<file path="config.mk">
export PLATFORM = sky130hd
export DESIGN_NAME = lsu_agu
export DESIGN_NICKNAME = d
export VERILOG_FILES = /design/src/hw/lsu_pkg.sv /design/src/hw/lsu_agu.sv
export SDC_FILE = /design/constraint.sdc
export NUM_CORES = 1
export LEC_CHECK = 0
export BUFFER_PORTS_ARGS = -buffer_cell sky130_fd_sc_hd__buf_2
export CORE_UTILIZATION = 49
export CTS_CLUSTER_SIZE = 14
export DETAILED_ROUTE_END_ITERATION = 8
export HOLD_SLACK_MARGIN = 0.06
export PLACE_DENSITY = 0.92
export SLEW_MARGIN = 20
export SYNTH_ARGS = -nofsm -noshare
export SYNTH_HDL_FRONTEND = slang
export SYNTH_SLANG_ARGS = --single-unit
</file>
<file path="constraint.sdc">
create_clock -name clk -period 4.41 [get_ports clk]
set_clock_uncertainty 0.2 [all_clocks]
set_input_delay 0.882 -clock clk [delete_from_list [all_inputs] [get_ports clk]]
set_output_delay 0.882 -clock clk [all_outputs]
set_load 0.02 [all_outputs]
</file>
<file path="src/hw/lsu_pkg.sv">
package lsu_pkg;

    // ------------------------------------------------------------------
    // widths and sizes
    localparam int XLEN       = 32;
    localparam int ROB_DEPTH  = 64;
    localparam int ROB_ID_W   = $clog2(ROB_DEPTH);
    localparam int IQ_SIZE    = 8;
    localparam int IQ_PTR_W   = $clog2(IQ_SIZE);
    // free count needs one more bit to hold IQ_SIZE itself
    localparam int IQ_CNT_W   = IQ_PTR_W + 1;
    localparam int REG_COUNT  = 2;
    localparam int CDB_COUNT  = 2;
    localparam int DMEM_WORDS = 256;
    localparam int DMEM_IDX_W = $clog2(DMEM_WORDS);
    localparam int STRB_W     = XLEN / 8;

    // operand slots
    localparam int OP_WDATA = 0;
    localparam int OP_BASE  = 1;

    // access size codes
    localparam logic [1:0] MSIZE_B = 2'd0;
    localparam logic [1:0] MSIZE_H = 2'd1;
    localparam logic [1:0] MSIZE_W = 2'd2;

    typedef logic [XLEN-1:0]     word_t;
    typedef logic [ROB_ID_W-1:0] rob_id_t;

    // ------------------------------------------------------------------
    // dispatch side
    typedef struct packed {
        logic       inst_valid;
        logic       wreg;
        rob_id_t    wreg_id;
        logic       wmem;
        logic       msigned;
        logic [1:0] msize;
        word_t      imm;
    } decode_info_t;

    typedef struct packed {
        word_t   data;
        rob_id_t tag;
        logic    valid;
    } operand_t;

    typedef struct packed {
        decode_info_t                 di;
        operand_t [REG_COUNT-1:0]     opnd;
    } disp_slot_t;

    typedef struct packed {
        logic    valid;
        rob_id_t rob_id;
        word_t   data;
    } cdb_t;

    // ------------------------------------------------------------------
    // memory side
    typedef struct packed {
        rob_id_t     rob_id;
        logic        wreg;
        logic        wmem;
        logic        msigned;
        logic [1:0]  msize;
        word_t       vaddr;
        word_t       wdata;
        logic [STRB_W-1:0] strb;
        logic        misalign;
    } lsu_req_t;

    typedef struct packed {
        rob_id_t rob_id;
        logic    wreg;
        word_t   wdata;
        logic    exc;
        word_t   badva;
    } result_t;

endpackage

</file>
<file path="src/hw/lsu_agu.sv">
module lsu_agu import lsu_pkg::*; (
    input  logic                      clk,
    input  logic                      rst_i,
    input  logic                      flush_i,

    input  logic                      iss_valid_i,
    input  decode_info_t              iss_di_i,
    input  word_t [REG_COUNT-1:0]     iss_data_i,
    output logic                      iss_ready_o,

    input  logic                      req_ready_i,
    output logic                      req_valid_o,
    output lsu_req_t                  req_o
);

    word_t              vaddr;
    logic               misalign;
    logic [STRB_W-1:0]  lanes;
    lsu_req_t           req_d;

    // ------------------------------------------------------------------
    // address, alignment and lanes
    assign vaddr = iss_data_i[OP_BASE] + iss_di_i.imm;

    always_comb begin
        case (iss_di_i.msize)
            MSIZE_B: begin
                misalign = 1'b0;
                lanes    = STRB_W'(1) << vaddr[1:0];
            end
            MSIZE_H: begin
                misalign = vaddr[0];
                lanes    = STRB_W'(3) << {vaddr[1], 1'b0};
            end
            default: begin
                misalign = (vaddr[1:0] != 2'b00);
                lanes    = '1;
            end
        endcase
    end

    always_comb begin
        req_d          = '0;
        req_d.rob_id   = iss_di_i.wreg_id;
        req_d.wreg     = iss_di_i.wreg;
        req_d.wmem     = iss_di_i.wmem;
        req_d.msigned  = iss_di_i.msigned;
        req_d.msize    = iss_di_i.msize;
        req_d.vaddr    = vaddr;
        req_d.misalign = misalign;
        // store data moved onto its byte lanes
        req_d.wdata    = iss_data_i[OP_WDATA] << {vaddr[1:0], 3'b000};
        req_d.strb     = (iss_di_i.wmem && !misalign) ? lanes : '0;
    end

    // ------------------------------------------------------------------
    // request register
    assign iss_ready_o = !req_valid_o || req_ready_i;

    always_ff @(posedge clk) begin
        if (rst_i || flush_i) begin
            req_valid_o <= 1'b0;
        end else if (iss_ready_o) begin
            req_valid_o <= iss_valid_i;
        end
    end

    always_ff @(posedge clk) begin
        if (iss_valid_i && iss_ready_o) begin
            req_o <= req_d;
        end
    end

endmodule

</file>
=== Word level (Yosys, flattened, before mapping) ===
Index checks and enable logic that the tools add are counted.

* Add/subtract/negate cells: 1
* Multiply operators: 0
* Div/mod/pow operators: 0
* Order comparisons: 0
* Eq/ne operators: 1
* Shift-type cells: 3
* Multiplexer cells: 2
* Bitwise logic cells: 0
* Reduce and logical (&&, ||, !) cells: 8

{| class="wikitable"
|+ Operators by type and width
! cell !! number
|-
| adder 32 bit || 1
|-
| << shifter 32 x 5 -> 32 bit || 1
|-
| one-hot mux 4 bit (2 select lines) || 1
|-
| << shifter 1 x 2 -> 4 bit (first input constant) || 1
|-
| << shifter 2 x 2 -> 4 bit (first input constant) || 1
|-
| equality test 2 x 1 -> 1 bit (second input constant) || 1
|-
| logical AND 1 bit || 2
|-
| zero test 1 bit || 2
|-
| zero test 2 bit || 1
|-
| logical OR 1 bit || 2
|-
| one-hot mux 1 bit (2 select lines) || 1
|-
| nonzero test 2 bit || 1
|}

* Register bits: 81
* Bits in latches: 0
* RAM bits: 0
* Bits in read-only memories: 0
* Input bits: 113
* Output and inout bits: 82
* Word-level logic and storage cells: 25
* Memories kept: 0

=== Logic depth before layout (Yosys ltp) ===
* Depth after elaboration: 5
* Depth in mapped cells: 9
* Gate-level depth less buffers: 9

=== Worst setup path after synthesis ===
No wires, ideal clock.

* Path kind: input port to flip-flop
* From: input req_ready_i
* To: register req_o[0] in the netlist's numbering, enable pin
* Setup time: 447 ps
* Arrival: 3048 ps
* Required time: 3763 ps
* Setup slack: 715 ps
* Stages on the path: 2
* Buffers on the path: 0
* Path through: nand2b_1 > and2_1

* Word-level cells in the longest chain between the ends: 2

{| class="wikitable"
|+ Ends and longest elaborated chain
! what !! RTL line !! text
|-
| start, declared || lsu_agu.sv:11 || <nowiki>input logic req_ready_i,</nowiki>
|-
| logical OR 1 bit || lsu_agu.sv:58 || <nowiki>assign iss_ready_o = !req_valid_o || req_ready_i;</nowiki>
|-
| logical AND 1 bit || lsu_agu.sv:69 || <nowiki>if (iss_valid_i && iss_ready_o) begin</nowiki>
|-
| end signal, assigned || lsu_agu.sv:70 || <nowiki>req_o <= req_d;</nowiki>
|-
| end, declared || lsu_agu.sv:13 || <nowiki>output lsu_req_t req_o</nowiki>
|}

No other way between the ends.
A chain may end at the register's enable or synchronous reset.

==> results.py <==
metrics = {
    "placement": {
        "portBuffers": 193,
        "hpwlAfterDp_um": 9180,
        "gp_congestion": 0.934,
    },
    "min_path": {
        "hp-class": "reg -> reg",
        "min_from": "req_valid_o$_SDFFE_PP0N_",
        "hold_end": "req_valid_o$_SDFFE_PP0N_",
        "min_path_cells": 2,
    },
    "worst_setup_path": {
        "arrival_ns": 2.91,
        "end_kind": "flip-flop",
        "critical_path_class": "in -> reg",
        "r2r_start": "req_valid_o$_SDFFE_PP0N_",
        "path_max_fanout": 4,
        "r2r_cells": 2,
        "cp-start-kind": "primary input",
        "worstReg2RegEnd": "req_o[56]$_DFFE_PP_",
        "reg2reg_slack_ns": 2.55,
        "cp_data_required_time_ns": 4.30,
    },
    "floorplanning": {
        "fp.dieArea_um2": 10400,
        "coreArea_um2": 9730,
        "initial_core_util_pct": 50.3,
        "die_h_um": 102,
        "io-pin-count": 195,
        "std_cell_rows": 36,
        "dieWidth_um": 102,
    },
    "routing": {
        "ant_nets": 0,
        "wl_um": 11800,
        "dr.pass1.iters": 5,
        "wire_per_inst_um": 15.5,
        "num_vias": 4200,
        "drc": 0,
        "drt_iter0_markers": 180,
        "via_per_inst": 5.52,
    },
    "grt": {
        "antenna_found_initial": 0,
        "grt_overflow": 0,
        "grt_max_degree": 81,
        "grt_first_pass_wirelength_um": 17800,
        "gr-usage-all-layers_pct": 22.3,
        "grt_pass1_vias": 3864,
    },
    "sta": {
        "holdWs_ns": 0.340,
        "grt_setup_unrepaired": "false",
        "finalSetupTns_ns": 0,
        "finalHoldViolCount": 0,
        "slew_headroom_pct": 32.1,
        "slew_viol_final": 0,
        "setup_viol": 0,
        "timing.final.crit_share_pct": 68.5,
        "tightest_slew_ns": 1.02,
        "max_freq_mhz": 331,
        "finalCriticalPeriod_ns": 3.02,
    },
    "power": {
        "pwr-share-clk_pct": 26.1,
        "finalPower_mw": 2.21,
        "seq_power_share_pct": 44.4,
        "p_leak_nw": 2.72,
        "p_int_mw": 1.53,
        "p_sw_mw": 0.688,
        "combPwrFrac_pct": 29.5,
        "max-vdd-ir-drop_uv": 166,
        "p_per_area_nw_per_um2": 360,
        "swShare_pct": 31.1,
    },
    "synthesis": {
        "synth_seq_cells": 81,
        "synthesis.area_um2": 4890,
        "syn_inst": 436,
        "synth_area_per_cell_um2": 11.2,
        "synth_ff_type": "edfxtp_1",
        "ys_seq_area_share_pct": 49.5,
        "async_flop_share_pct": 0,
        "ys_warn_count": 0,
        "synth_nets": 581,
        "synth_edf_count": 80,
        "synth_cell_types": 59,
    },
    "final_layout": {
        "n_antenna_cell": 0,
        "fillers": 788,
        "drive_gt1_share_pct": 36.5,
        "final_cell_mix": "buf_2, edfxtp_1, a21oi_1",
        "area_delta_synth_final_pct": 25.9,
        "final_common_cell": "buf_2",
        "layout.nets": 768,
    },
    "flow_run": {
        "maxCapViolations": 0,
    },
    "clocking": {
        "cts_tree": "built",
        "hold_buffers": 0,
        "numCtsBuffers": 9,
        "clk_pin_slew_ns": 0.08,
        "cts_root_buf": "clkbuf_8",
        "postCtsSetupRepairBufs": 0,
        "cts.sink_count": 81,
        "clk_latency_ns": 0.35,
        "clockBufferDepth": 2,
        "h-tree-depth": 3,
        "ctsResizeCount": 0,
    },
    "status": {
        "status": "complete, no violations",
    },
}
synthesized netlist by cell type, drive strengths merged, types with 8 or more instances:
| cell type | n | share of area [%] |
|---|---|---|
| edfxtp | 80 | 49 |
| a21oi | 38 | 4.0 |
| nand2 | 35 | 2.7 |
| ha | 31 | 7.9 |
| o21ai | 28 | 3.0 |
| nor2 | 20 | 1.5 |
| and2 | 16 | 2.1 |
| mux2i | 16 | 3.3 |
| a211oi | 14 | 2.5 |
| xnor2 | 14 | 2.5 |
| xor2 | 14 | 2.5 |
| a21o | 13 | 2.0 |
| buf | 11 | 1.3 |
| nor2b | 10 | 1.4 |
| nor3 | 9 | 1.1 |
| and3 | 8 | 1.0 |
| clkbuf | 8 | 0.61 |
| inv | 8 | 0.61 |
layout make-up:
cell class / count / area, µm² / area share, %
clock buffers: 10 / 128 / 2.07
clock inverters: 6 / 81.3 / 1.32
inverters: 8 / 30.0 / 0.488
multi-input cells: 328 / 2350 / 38.1
flip-flops and latches: 81 / 2420 / 39.3
well taps: 133 / 166 / 2.70
repair buffers: 195 / 981 / 15.9
sequential cells by signal, summed over array words and instances (netlist names):
| name | cells |
|---|---|
| req_valid_o | 1 |
| req_o | 80 |
power by group through the flow:
stage / sequential [mW] / combinational, mW / clock (mW)
after floorplan: 1.11 / 0.331 / 0
after global placement: 0.996 / 0.630 / 0
after detailed placement: 1.00 / 0.649 / 0
after CTS: 0.984 / 0.652 / 0.586
after global routing: 0.992 / 0.710 / 0.612
final: 0.983 / 0.654 / 0.577
worst max-delay path, stage by stage:
cell and delay [ns]:
buf_2 0.10, ha_1 0.23, inv_1 0.09, fa_1 0.25
nor2b_4 0.06, o2111ai_1 0.34, a21oi_1 0.17, a221oi_2 0.48
o21bai_1 0.16, xor2_1 0.16
logic make-up after synthesis:
family                   after synthesis  synth area share (%)
AO/OA/AOI/OAI                        130                  18.2
XOR/XNOR                              28                  5.01
adder cells (fa/ha/maj)               32                  8.34
buffers and inverters                 27                  2.53
flip-flops                            81                  49.5
multiplexers                          16                  3.27
AND/OR/NAND/NOR                      122                  13.1
layer usage:
layer / GRT usage, % / share of wire, % / vias up
li1: - / - / 2024
met1: 25.0 / 39 / 1949
met2: 41.1 / 52 / 202
met3: 3.90 / 6.4 / 25
met4: 10.8 / 2.3 / 0
met5: 0 / 0 / -
per-stage QoR:
| stage | setup WS (ns) | area, µm² | util [%] | cells |
|---|---|---|---|---|
| 4_1_cts | 1.39 | 6160 | 63.3 | 761 |
| 2_1_floorplan | 0.715 | 4890 | - | 436 |
| 3_3_place_gp | 1.09 | 5950 | 61.1 | 745 |
| 6_report | 1.39 | 6160 | 63.3 | 761 |
| 3_5_place_dp | 1.01 | 5950 | 61.1 | 745 |
| 5_1_grt | 1.19 | 6160 | 63.3 | 761 |
worst max-delay path by stage:
stage	from	endpoint	slack, ns
after detailed placement	iss_di_i[0]	req_o[55]$_DFFE_PP_	1.01
after global routing	iss_di_i[0]	req_o[55]$_DFFE_PP_	1.19
final	iss_di_i[0]	req_o[55]$_DFFE_PP_	1.39
after CTS	iss_di_i[0]	req_o[55]$_DFFE_PP_	1.39
after global placement	iss_di_i[0]	req_o[59]$_DFFE_PP_	1.09
after floorplan	req_ready_i	req_o[0]$_DFFE_PP_	0.71
Power figures use the tool's default switching activity.
