`config.mk`:
```
export PLATFORM = sky130hd
export DESIGN_NAME = lsu_iq
export DESIGN_NICKNAME = d
export VERILOG_FILES = /design/src/hw/lsu_pkg.sv /design/src/hw/iq_entry.sv /design/src/hw/lsu_iq.sv
export SDC_FILE = /design/constraint.sdc
export NUM_CORES = 2
export LEC_CHECK = 0
export BUFFER_PORTS_ARGS = -buffer_cell sky130_fd_sc_hd__buf_2
export CORE_AREA = 4 4 565 567
export CTS_CLUSTER_SIZE = 20
export DETAILED_ROUTE_END_ITERATION = 8
export DIE_AREA = 0 0 569 571
export PLACE_DENSITY_LB_ADDON = 0.12
export SYNTH_ARGS = -nofsm -noshare
export SYNTH_HDL_FRONTEND = slang
export SYNTH_HIERARCHICAL = 1
export SYNTH_SLANG_ARGS = --single-unit
```
`constraint.sdc`:
```
create_clock -name clk -period 9.8 [get_ports clk]
set_input_delay 0.98 -clock clk [delete_from_list [all_inputs] [get_ports clk]]
set_output_delay 0.98 -clock clk [all_outputs]
set_load 0.005 [all_outputs]
```
`src/hw/lsu_pkg.sv`:
```
package lsu_pkg;

    // ------------------------------------------------------------------
    // widths and sizes
    localparam int XLEN       = 32;
    localparam int ROB_DEPTH  = 64;
    localparam int ROB_ID_W   = $clog2(ROB_DEPTH);
    localparam int IQ_SIZE    = 8;
    localparam int IQ_PTR_W   = $clog2(IQ_SIZE);
    // free count needs one more bit to hold IQ_SIZE itself
    localparam int IQ_CNT_W   = IQ_PTR_W + 1;
    localparam int REG_COUNT  = 2;
    localparam int CDB_COUNT  = 2;
    localparam int DMEM_WORDS = 256;
    localparam int DMEM_IDX_W = $clog2(DMEM_WORDS);
    localparam int STRB_W     = XLEN / 8;

    // operand slots
    localparam int OP_WDATA = 0;
    localparam int OP_BASE  = 1;

    // access size codes
    localparam logic [1:0] MSIZE_B = 2'd0;
    localparam logic [1:0] MSIZE_H = 2'd1;
    localparam logic [1:0] MSIZE_W = 2'd2;

    typedef logic [XLEN-1:0]     word_t;
    typedef logic [ROB_ID_W-1:0] rob_id_t;

    // ------------------------------------------------------------------
    // dispatch side
    typedef struct packed {
        logic       inst_valid;
        logic       wreg;
        rob_id_t    wreg_id;
        logic       wmem;
        logic       msigned;
        logic [1:0] msize;
        word_t      imm;
    } decode_info_t;

    typedef struct packed {
        word_t   data;
        rob_id_t tag;
        logic    valid;
    } operand_t;

    typedef struct packed {
        decode_info_t                 di;
        operand_t [REG_COUNT-1:0]     opnd;
    } disp_slot_t;

    typedef struct packed {
        logic    valid;
        rob_id_t rob_id;
        word_t   data;
    } cdb_t;

    // ------------------------------------------------------------------
    // memory side
    typedef struct packed {
        rob_id_t     rob_id;
        logic        wreg;
        logic        wmem;
        logic        msigned;
        logic [1:0]  msize;
        word_t       vaddr;
        word_t       wdata;
        logic [STRB_W-1:0] strb;
        logic        misalign;
    } lsu_req_t;

    typedef struct packed {
        rob_id_t rob_id;
        logic    wreg;
        word_t   wdata;
        logic    exc;
        word_t   badva;
    } result_t;

endpackage

```
`src/hw/iq_entry.sv`:
```
module iq_entry import lsu_pkg::*; (
    input  logic                      clk,
    input  logic                      rst_i,
    input  logic                      flush_i,
    input  logic                      init_i,
    input  disp_slot_t                slot_i,
    input  cdb_t  [CDB_COUNT-1:0]     cdb_i,
    input  logic                      select_i,
    output logic                      ready_o,
    output decode_info_t              di_o,
    output word_t [REG_COUNT-1:0]     data_o
);

    logic                       busy_q;
    decode_info_t               di_q;
    operand_t [REG_COUNT-1:0]   opnd_q;
    operand_t [REG_COUNT-1:0]   opnd_d;
    logic     [REG_COUNT-1:0]   opnd_ok;

    // fill a missing operand from the broadcast ports, port 0 has priority
    function automatic operand_t snoop(operand_t op, cdb_t [CDB_COUNT-1:0] cdb);
        operand_t res;
        res = op;
        if (!op.valid) begin
            for (int p = CDB_COUNT - 1; p >= 0; p--) begin
                if (cdb[p].valid && cdb[p].rob_id == op.tag) begin
                    res.data  = cdb[p].data;
                    res.valid = 1'b1;
                end
            end
        end
        return res;
    endfunction

    // ------------------------------------------------------------------
    // operand capture
    always_comb begin
        for (int r = 0; r < REG_COUNT; r++) begin
            // a new slot also sees the CDB of its own dispatch cycle
            opnd_d[r] = snoop(init_i ? slot_i.opnd[r] : opnd_q[r], cdb_i);
        end
    end

    always_ff @(posedge clk) begin
        if (rst_i || flush_i) begin
            busy_q <= 1'b0;
        end else if (init_i) begin
            busy_q <= 1'b1;
        end else if (select_i) begin
            busy_q <= 1'b0;
        end
    end

    always_ff @(posedge clk) begin
        opnd_q <= opnd_d;
        if (init_i) begin
            di_q <= slot_i.di;
        end
    end

    // ------------------------------------------------------------------
    // outputs
    always_comb begin
        for (int r = 0; r < REG_COUNT; r++) begin
            opnd_ok[r] = opnd_q[r].valid;
            data_o[r]  = opnd_q[r].data;
        end
    end

    assign ready_o = busy_q && (&opnd_ok);
    assign di_o    = di_q;

endmodule

```
`src/hw/lsu_iq.sv`:
```
module lsu_iq import lsu_pkg::*; (
    input  logic                      clk,
    input  logic                      rst_i,
    input  logic                      flush_i,

    // dispatch
    input  disp_slot_t [1:0]          disp_i,
    input  logic       [1:0]          choose_i,
    output logic                      disp_ready_o,

    // result broadcast
    input  cdb_t  [CDB_COUNT-1:0]     cdb_i,

    // issue towards the address stage
    input  logic                      iss_ready_i,
    output logic                      iss_valid_o,
    output decode_info_t              iss_di_o,
    output word_t [REG_COUNT-1:0]     iss_data_o
);

    logic [IQ_PTR_W-1:0]    head_q;
    logic [IQ_PTR_W-1:0]    tail_q;
    logic [IQ_PTR_W-1:0]    tail_nx;
    logic [IQ_CNT_W-1:0]    free_q;
    logic [IQ_CNT_W-1:0]    free_d;

    logic [1:0]             disp_take;
    logic [1:0]             n_disp;
    disp_slot_t             slot_first;
    logic                   iss_accept;
    logic                   issue;

    logic         [IQ_SIZE-1:0]                 entry_ready;
    logic         [IQ_SIZE-1:0]                 entry_init;
    logic         [IQ_SIZE-1:0]                 entry_select;
    disp_slot_t   [IQ_SIZE-1:0]                 entry_slot;
    decode_info_t [IQ_SIZE-1:0]                 entry_di;
    word_t        [IQ_SIZE-1:0][REG_COUNT-1:0]  entry_data;

    // ------------------------------------------------------------------
    // pointers and free count
    assign disp_take = choose_i & {2{disp_ready_o}};
    assign n_disp    = {1'b0, disp_take[0]} + {1'b0, disp_take[1]};
    assign tail_nx   = tail_q + 1'b1;

    // only the head may leave, one per cycle
    assign iss_accept = !iss_valid_o || iss_ready_i;
    assign issue      = entry_ready[head_q] && iss_accept;

    assign free_d = free_q - IQ_CNT_W'(n_disp) + IQ_CNT_W'(issue);

    always_ff @(posedge clk) begin
        if (rst_i || flush_i) begin
            head_q       <= '0;
            tail_q       <= '0;
            free_q       <= IQ_CNT_W'(IQ_SIZE);
            disp_ready_o <= 1'b1;
        end else begin
            head_q       <= head_q + IQ_PTR_W'(issue);
            tail_q       <= tail_q + IQ_PTR_W'(n_disp);
            free_q       <= free_d;
            // room for a full two-wide dispatch next cycle
            disp_ready_o <= (free_d >= IQ_CNT_W'(2));
        end
    end

    // ------------------------------------------------------------------
    // slot routing and entries
    // single dispatch may come from either slot
    assign slot_first = disp_take[0] ? disp_i[0] : disp_i[1];

    for (genvar i = 0; i < IQ_SIZE; i++) begin : g_entry
        always_comb begin
            entry_init[i]   = 1'b0;
            entry_slot[i]   = slot_first;
            entry_select[i] = issue && (head_q == IQ_PTR_W'(i));
            if (disp_take != 2'b00 && tail_q == IQ_PTR_W'(i)) begin
                entry_init[i] = 1'b1;
            end
            if (disp_take == 2'b11 && tail_nx == IQ_PTR_W'(i)) begin
                entry_init[i] = 1'b1;
                entry_slot[i] = disp_i[1];
            end
        end

        iq_entry u_entry (
            .clk      (clk),
            .rst_i    (rst_i),
            .flush_i  (flush_i),
            .init_i   (entry_init[i]),
            .slot_i   (entry_slot[i]),
            .cdb_i    (cdb_i),
            .select_i (entry_select[i]),
            .ready_o  (entry_ready[i]),
            .di_o     (entry_di[i]),
            .data_o   (entry_data[i])
        );
    end

    // ------------------------------------------------------------------
    // issue register
    always_ff @(posedge clk) begin
        if (rst_i || flush_i) begin
            iss_valid_o <= 1'b0;
        end else if (iss_accept) begin
            iss_valid_o <= entry_ready[head_q];
        end
    end

    always_ff @(posedge clk) begin
        if (issue) begin
            iss_di_o   <= entry_di[head_q];
            iss_data_o <= entry_data[head_q];
        end
    end

endmodule

```
======== Word-level counts from Yosys, hierarchy flattened ========
Index checks and enable logic that the tools add are counted.
Widths: inputs -> output; s select.
word-level totals
  word-level logic and storage cells ...... 420
  output and inout bits ................... 110
  register bits ........................... 1,104
cells by class
  order comparisons ....................... 2
  eq/ne operators ......................... 54
  reductions and logical operators ........ 104
  multiplexer cells ....................... 127
  $add $sub $neg .......................... 6
  bitwise gates (word level) .............. 1
operator list
  operator             count
  $mux 32              48
  $mux 122             9
  $mux 39              16
  $bmux 64 s3          1
  $eq 6x6->1           32
  $bmux 44 s3          1
  $logic_and 1x1->1    65
  $mux 64              1
  $mux 1               49
  $mux 44              1
  $eq 3x3->1 const B   12
  $reduce_or 2->1      16
  $eq 3x2->1 const B   6
  $reduce_bool 2->1    9
  $reduce_and 2->1     8
  $eq 3x1->1 const B   3
  $logic_not 3->1      3
  $add 4x1->4          1
  $ge 4x2->1 const B   1
  $lt 3x4->1 const B   1
  $sub 4x2->4          1
  $add 3x1->3          1
  $add 3x1->3 const B  1
  $add 3x2->3          1
  other kinds (6)      7

======== Longest topological paths before layout ========
  depth in word-level cells ............... 11
  mapped depth ............................ 19
  depth with buffers taken out ............ 13

======== Cells and area by module ========
The synthesis kept the hierarchy.
by module, submodules not included
  module    area an instance (sq um)  instances  cells each  seq. area each (sq um)
  iq_entry  6,523.8                   8          558         2,902.8
  lsu_iq    22,843.2                  1          1,706       3,483.3

======== Worst setup path after synthesis ========
OpenSTA, ideal clock, no wires.
  path type ............................... input -> register
  start ................................... input port choose_i[0]
  end ..................................... register g_entry[2].u_entry.opnd_q, in the netlist g_entry[2].u_entry/data_o[11]
  path buffers ............................ 4
  arrival ................................. 6,799 ps
  stages on the path ...................... 14
  path slack .............................. 2,858 ps
  required time ........................... 9,657 ps
  path through ............................ nand2_1 -> inv_2 -> ha_1 -> nand3_1 -> o21ai_0 -> buf_6 -> buf_6 -> mux2i_2 -> xnor2_1 -> or4_1 -> buf_6 -> a21oi_4 -> buf_6 -> o22ai_2
RTL lines
  element                 RTL line        text
  start: declaration      lsu_iq.sv:8     input logic [1:0] choose_i,
  end signal: assignment  iq_entry.sv:55  opnd_q <= opnd_d;
  end: declaration        iq_entry.sv:16  operand_t [REG_COUNT-1:0] opnd_q;

==> results.txt <==
Status: complete, no violations
Nets: 6220
Leakage: 31.2 nW
Die W: 569 µm
Syn-to-layout area delta: 9.33%
Post-synthesis sequential area ratio: 0.356
GR Overflow Total: 0
Die area: 325000 µm²
CP max FO: 34
# DRC: 0
CTS Sinks: 1104
Average vias per placed instance: 5.26
Sum Neg Setup Slack: 0 ns
Final Routed Wirelength: 357000 µm
Post-synth cell types: 50
Drt wl/cell: 35.0 µm
Total track usage: 0.211
Mean Syn Cell Area: 12.2 µm²
Clock slew at reported path FFs: 0.05 ns
Final setup viols: 0
Number of global-route vias before repair: 54400
Clk root buf: clkbuf_16
Inserted Clock Buffers: 159
Yosys reg bits: 1104
First-pass GRT wire length: 484000 µm
Share of post-route cells with drive strength above 1: 0.388
RD Place Congestion: 0.765
Routed via count: 53700
Final Power: 20.1 mW
Post-synth top cells: 1080 x mux2i_1, 979 x mux2_2, 644 x dfxtp_1
Rows: 206
Req. time, crit path: 10.46 ns
Top post-synthesis cells by area: edfxtp_1 18%, dfxtp_1 17%, mux2_2 15%, mux2i_1 14%, mux4_2 6.5%
Cell taking the most area after synthesis: edfxtp_1
HPWL after DPL: 215000 µm
Post-CTS Setup Repair Bufs: 0
Startpoint Class: flop
First drt pass iteration count: 6
Fin crit period: 6.76 ns
Hold Crit Class: reg2reg
Peak VDD IR: 0.163 mV
Period utilization: 0.690
Max transition margin: 0.108
Core area: 314000 µm²
1st-iter DRT viols: 4511
Initial antenna violation count: 113
Post-CTS Resized: 0
Clock Path Buffers: 4
Final setup skew: 0.0622 ns
Top-count cell post-synth: mux2i_1
Power Density: 245 nW/µm²
Clk_lat worst skew: 0.86 ns
Crit Path Class: reg2reg
Slew @ Worst Pin: 1.33 ns
Top Ports: 438
Maxcap violations: 0
Mapped Cells: 6170
Final Hold Viols: 0
Synth Net Count: 6512
H-tree depth: 4
FMAX: 148 MHz
Synthesized cell area: 75000 µm²
Largest net degree at the start of global routing: 99
Max-slew violation count: 0
Hold-fix buffers, CTS: 0
Initial Utilization: 0.239
RSZ-0062 raised after global routing: no
Main synth FF type: dfxtp_1
PortBufs: 437
Critical Path AT: 7.42 ns
Die height: 571 µm
Final ANT Viol Nets: 0
Yosys warns: 6
Top-area cell type share of the netlist area: 0.184
Crit end category: flop
EDFF count, synth: 460
Synth async-reset ratio: 0
CTS tree: yes
[power by group]
part / total [mW] / switching (mW) / internal [mW]
Combinational: 7.34 / 4.53 / 2.80
Clock: 5.80 / 2.45 / 3.34
Sequential: 6.98 / 0.714 / 6.27
[registers in the layout, summed over array words and instances (netlist names)]
register and cells:
g_entry.u_entry/opnd_q 96, iss_valid_o 1, g_entry.u_entry/data_o 512, disp_ready_o 1, g_entry.u_entry/di_o 352, tail_q 3
g_entry.u_entry/busy_q 8, g_entry.u_entry/opnd_ok 16, free_q 4, iss_di_o 44, iss_data_o 64, head_q 3
[per-layer routing]
metal / track usage / wire length [µm]
met1: 0.273 / 155000
met2: 0.346 / 167000
met3: 0.0411 / 21600
met4: 0.0801 / 13800
met5: 0 / 118
[cell type report]
class	instances	area, µm²
Antenna cell	52	130
Multi-Input combinational cell	3890	41000
Timing Repair Buffer	607	3530
Fill cell	32700	232000
Clock buffer	229	4610
Clock inverter	50	408
Sequential cell	1104	26700
Inverter	116	435
Tap cell	4160	5200
[final timing paths]
check | start | to | slack, ns | cells after the start
setup / recovery | tail_q[1] | g_entry[7].u_entry/data_o[39] | 3.04 | 16
hold / removal | g_entry[3].u_entry/opnd_q[4] | g_entry[3].u_entry/opnd_q[4] | 0.50 | 2
setup reg to reg | tail_q[1] | g_entry[7].u_entry/data_o[39] | 3.04 | 16
hold reg to reg | g_entry[3].u_entry/opnd_q[4] | g_entry[3].u_entry/opnd_q[4] | 0.50 | 2
[worst max-delay path, stage by stage, from the launching register on]
cell and delay (ns):
dfxtp_1 0.80, nand2_1 0.46, inv_1 0.19, ha_1 0.17, nand2b_1 0.43, nor2_1 0.14
nor2_4 0.68, buf_4 0.68, mux2_2 0.41, mux2i_1 0.32, xor2_1 0.18, nand4_1 0.11
or4_2 0.59, buf_4 0.40, a21oi_4 0.22, buf_4 0.53, o22ai_1 0.19
[placed cells by master (no fill, tap or decap), types with 7 or more instances in the layout]
cell type,netlist,routed
nand4_1,18,18
mux2_2,979,994
clkinv_1,0,21
mux2_1,41,25
nor2_1,36,15
or4_2,0,16
mux2_4,80,81
diode_2,0,52
clkbuf_8,0,22
edfxtp_1,460,460
nor3_1,11,11
clkinv_2,0,15
xor2_1,114,98
a21oi_4,16,16
nand3b_1,16,16
a21oi_1,11,11
o22ai_1,434,432
and2_1,7,7
xor2_4,0,16
clkbuf_1,262,41
xnor2_1,82,82
mux2i_1,1080,1080
mux4_2,216,216
o22ai_2,80,80
buf_2,53,437
and3_1,8,8
mux2i_2,40,40
dfxtp_1,644,641
inv_1,115,115
nand2b_1,8,8
nor2_2,0,16
nand2_1,14,14
buf_4,552,165
ha_1,12,12
and4_1,528,528
nand3_1,19,19
clkbuf_16,0,166
[cell families after synthesis]
kind of cell               after synthesis  share of synthesized area
AOI/OAI and AO/OA                      554                     0.0551
xor gates and xnor gates               196                     0.0229
adders and majority gates               14                    0.00253
buffers and inverters                 1176                      0.105
DFF                                   1104                      0.356
muxes                                 2436                      0.385
and+or+nand+nor                        690                     0.0736
[through the flow]
stage	utilization	std cells	worst slack, ns	hold WS, ns	area [µm²]
2_1_floorplan	-	6170	2.86	0.467	75000
3_3_place_gp	0.245	9876	2.72	0.480	76900
3_5_place_dp	0.245	9877	2.81	0.484	76900
4_1_cts	0.261	10200	3.03	0.426	81900
5_1_grt	0.261	10200	2.65	0.493	81900
6_report	0.261	10200	3.04	0.498	82000
(Power assumes the default switching activity.)
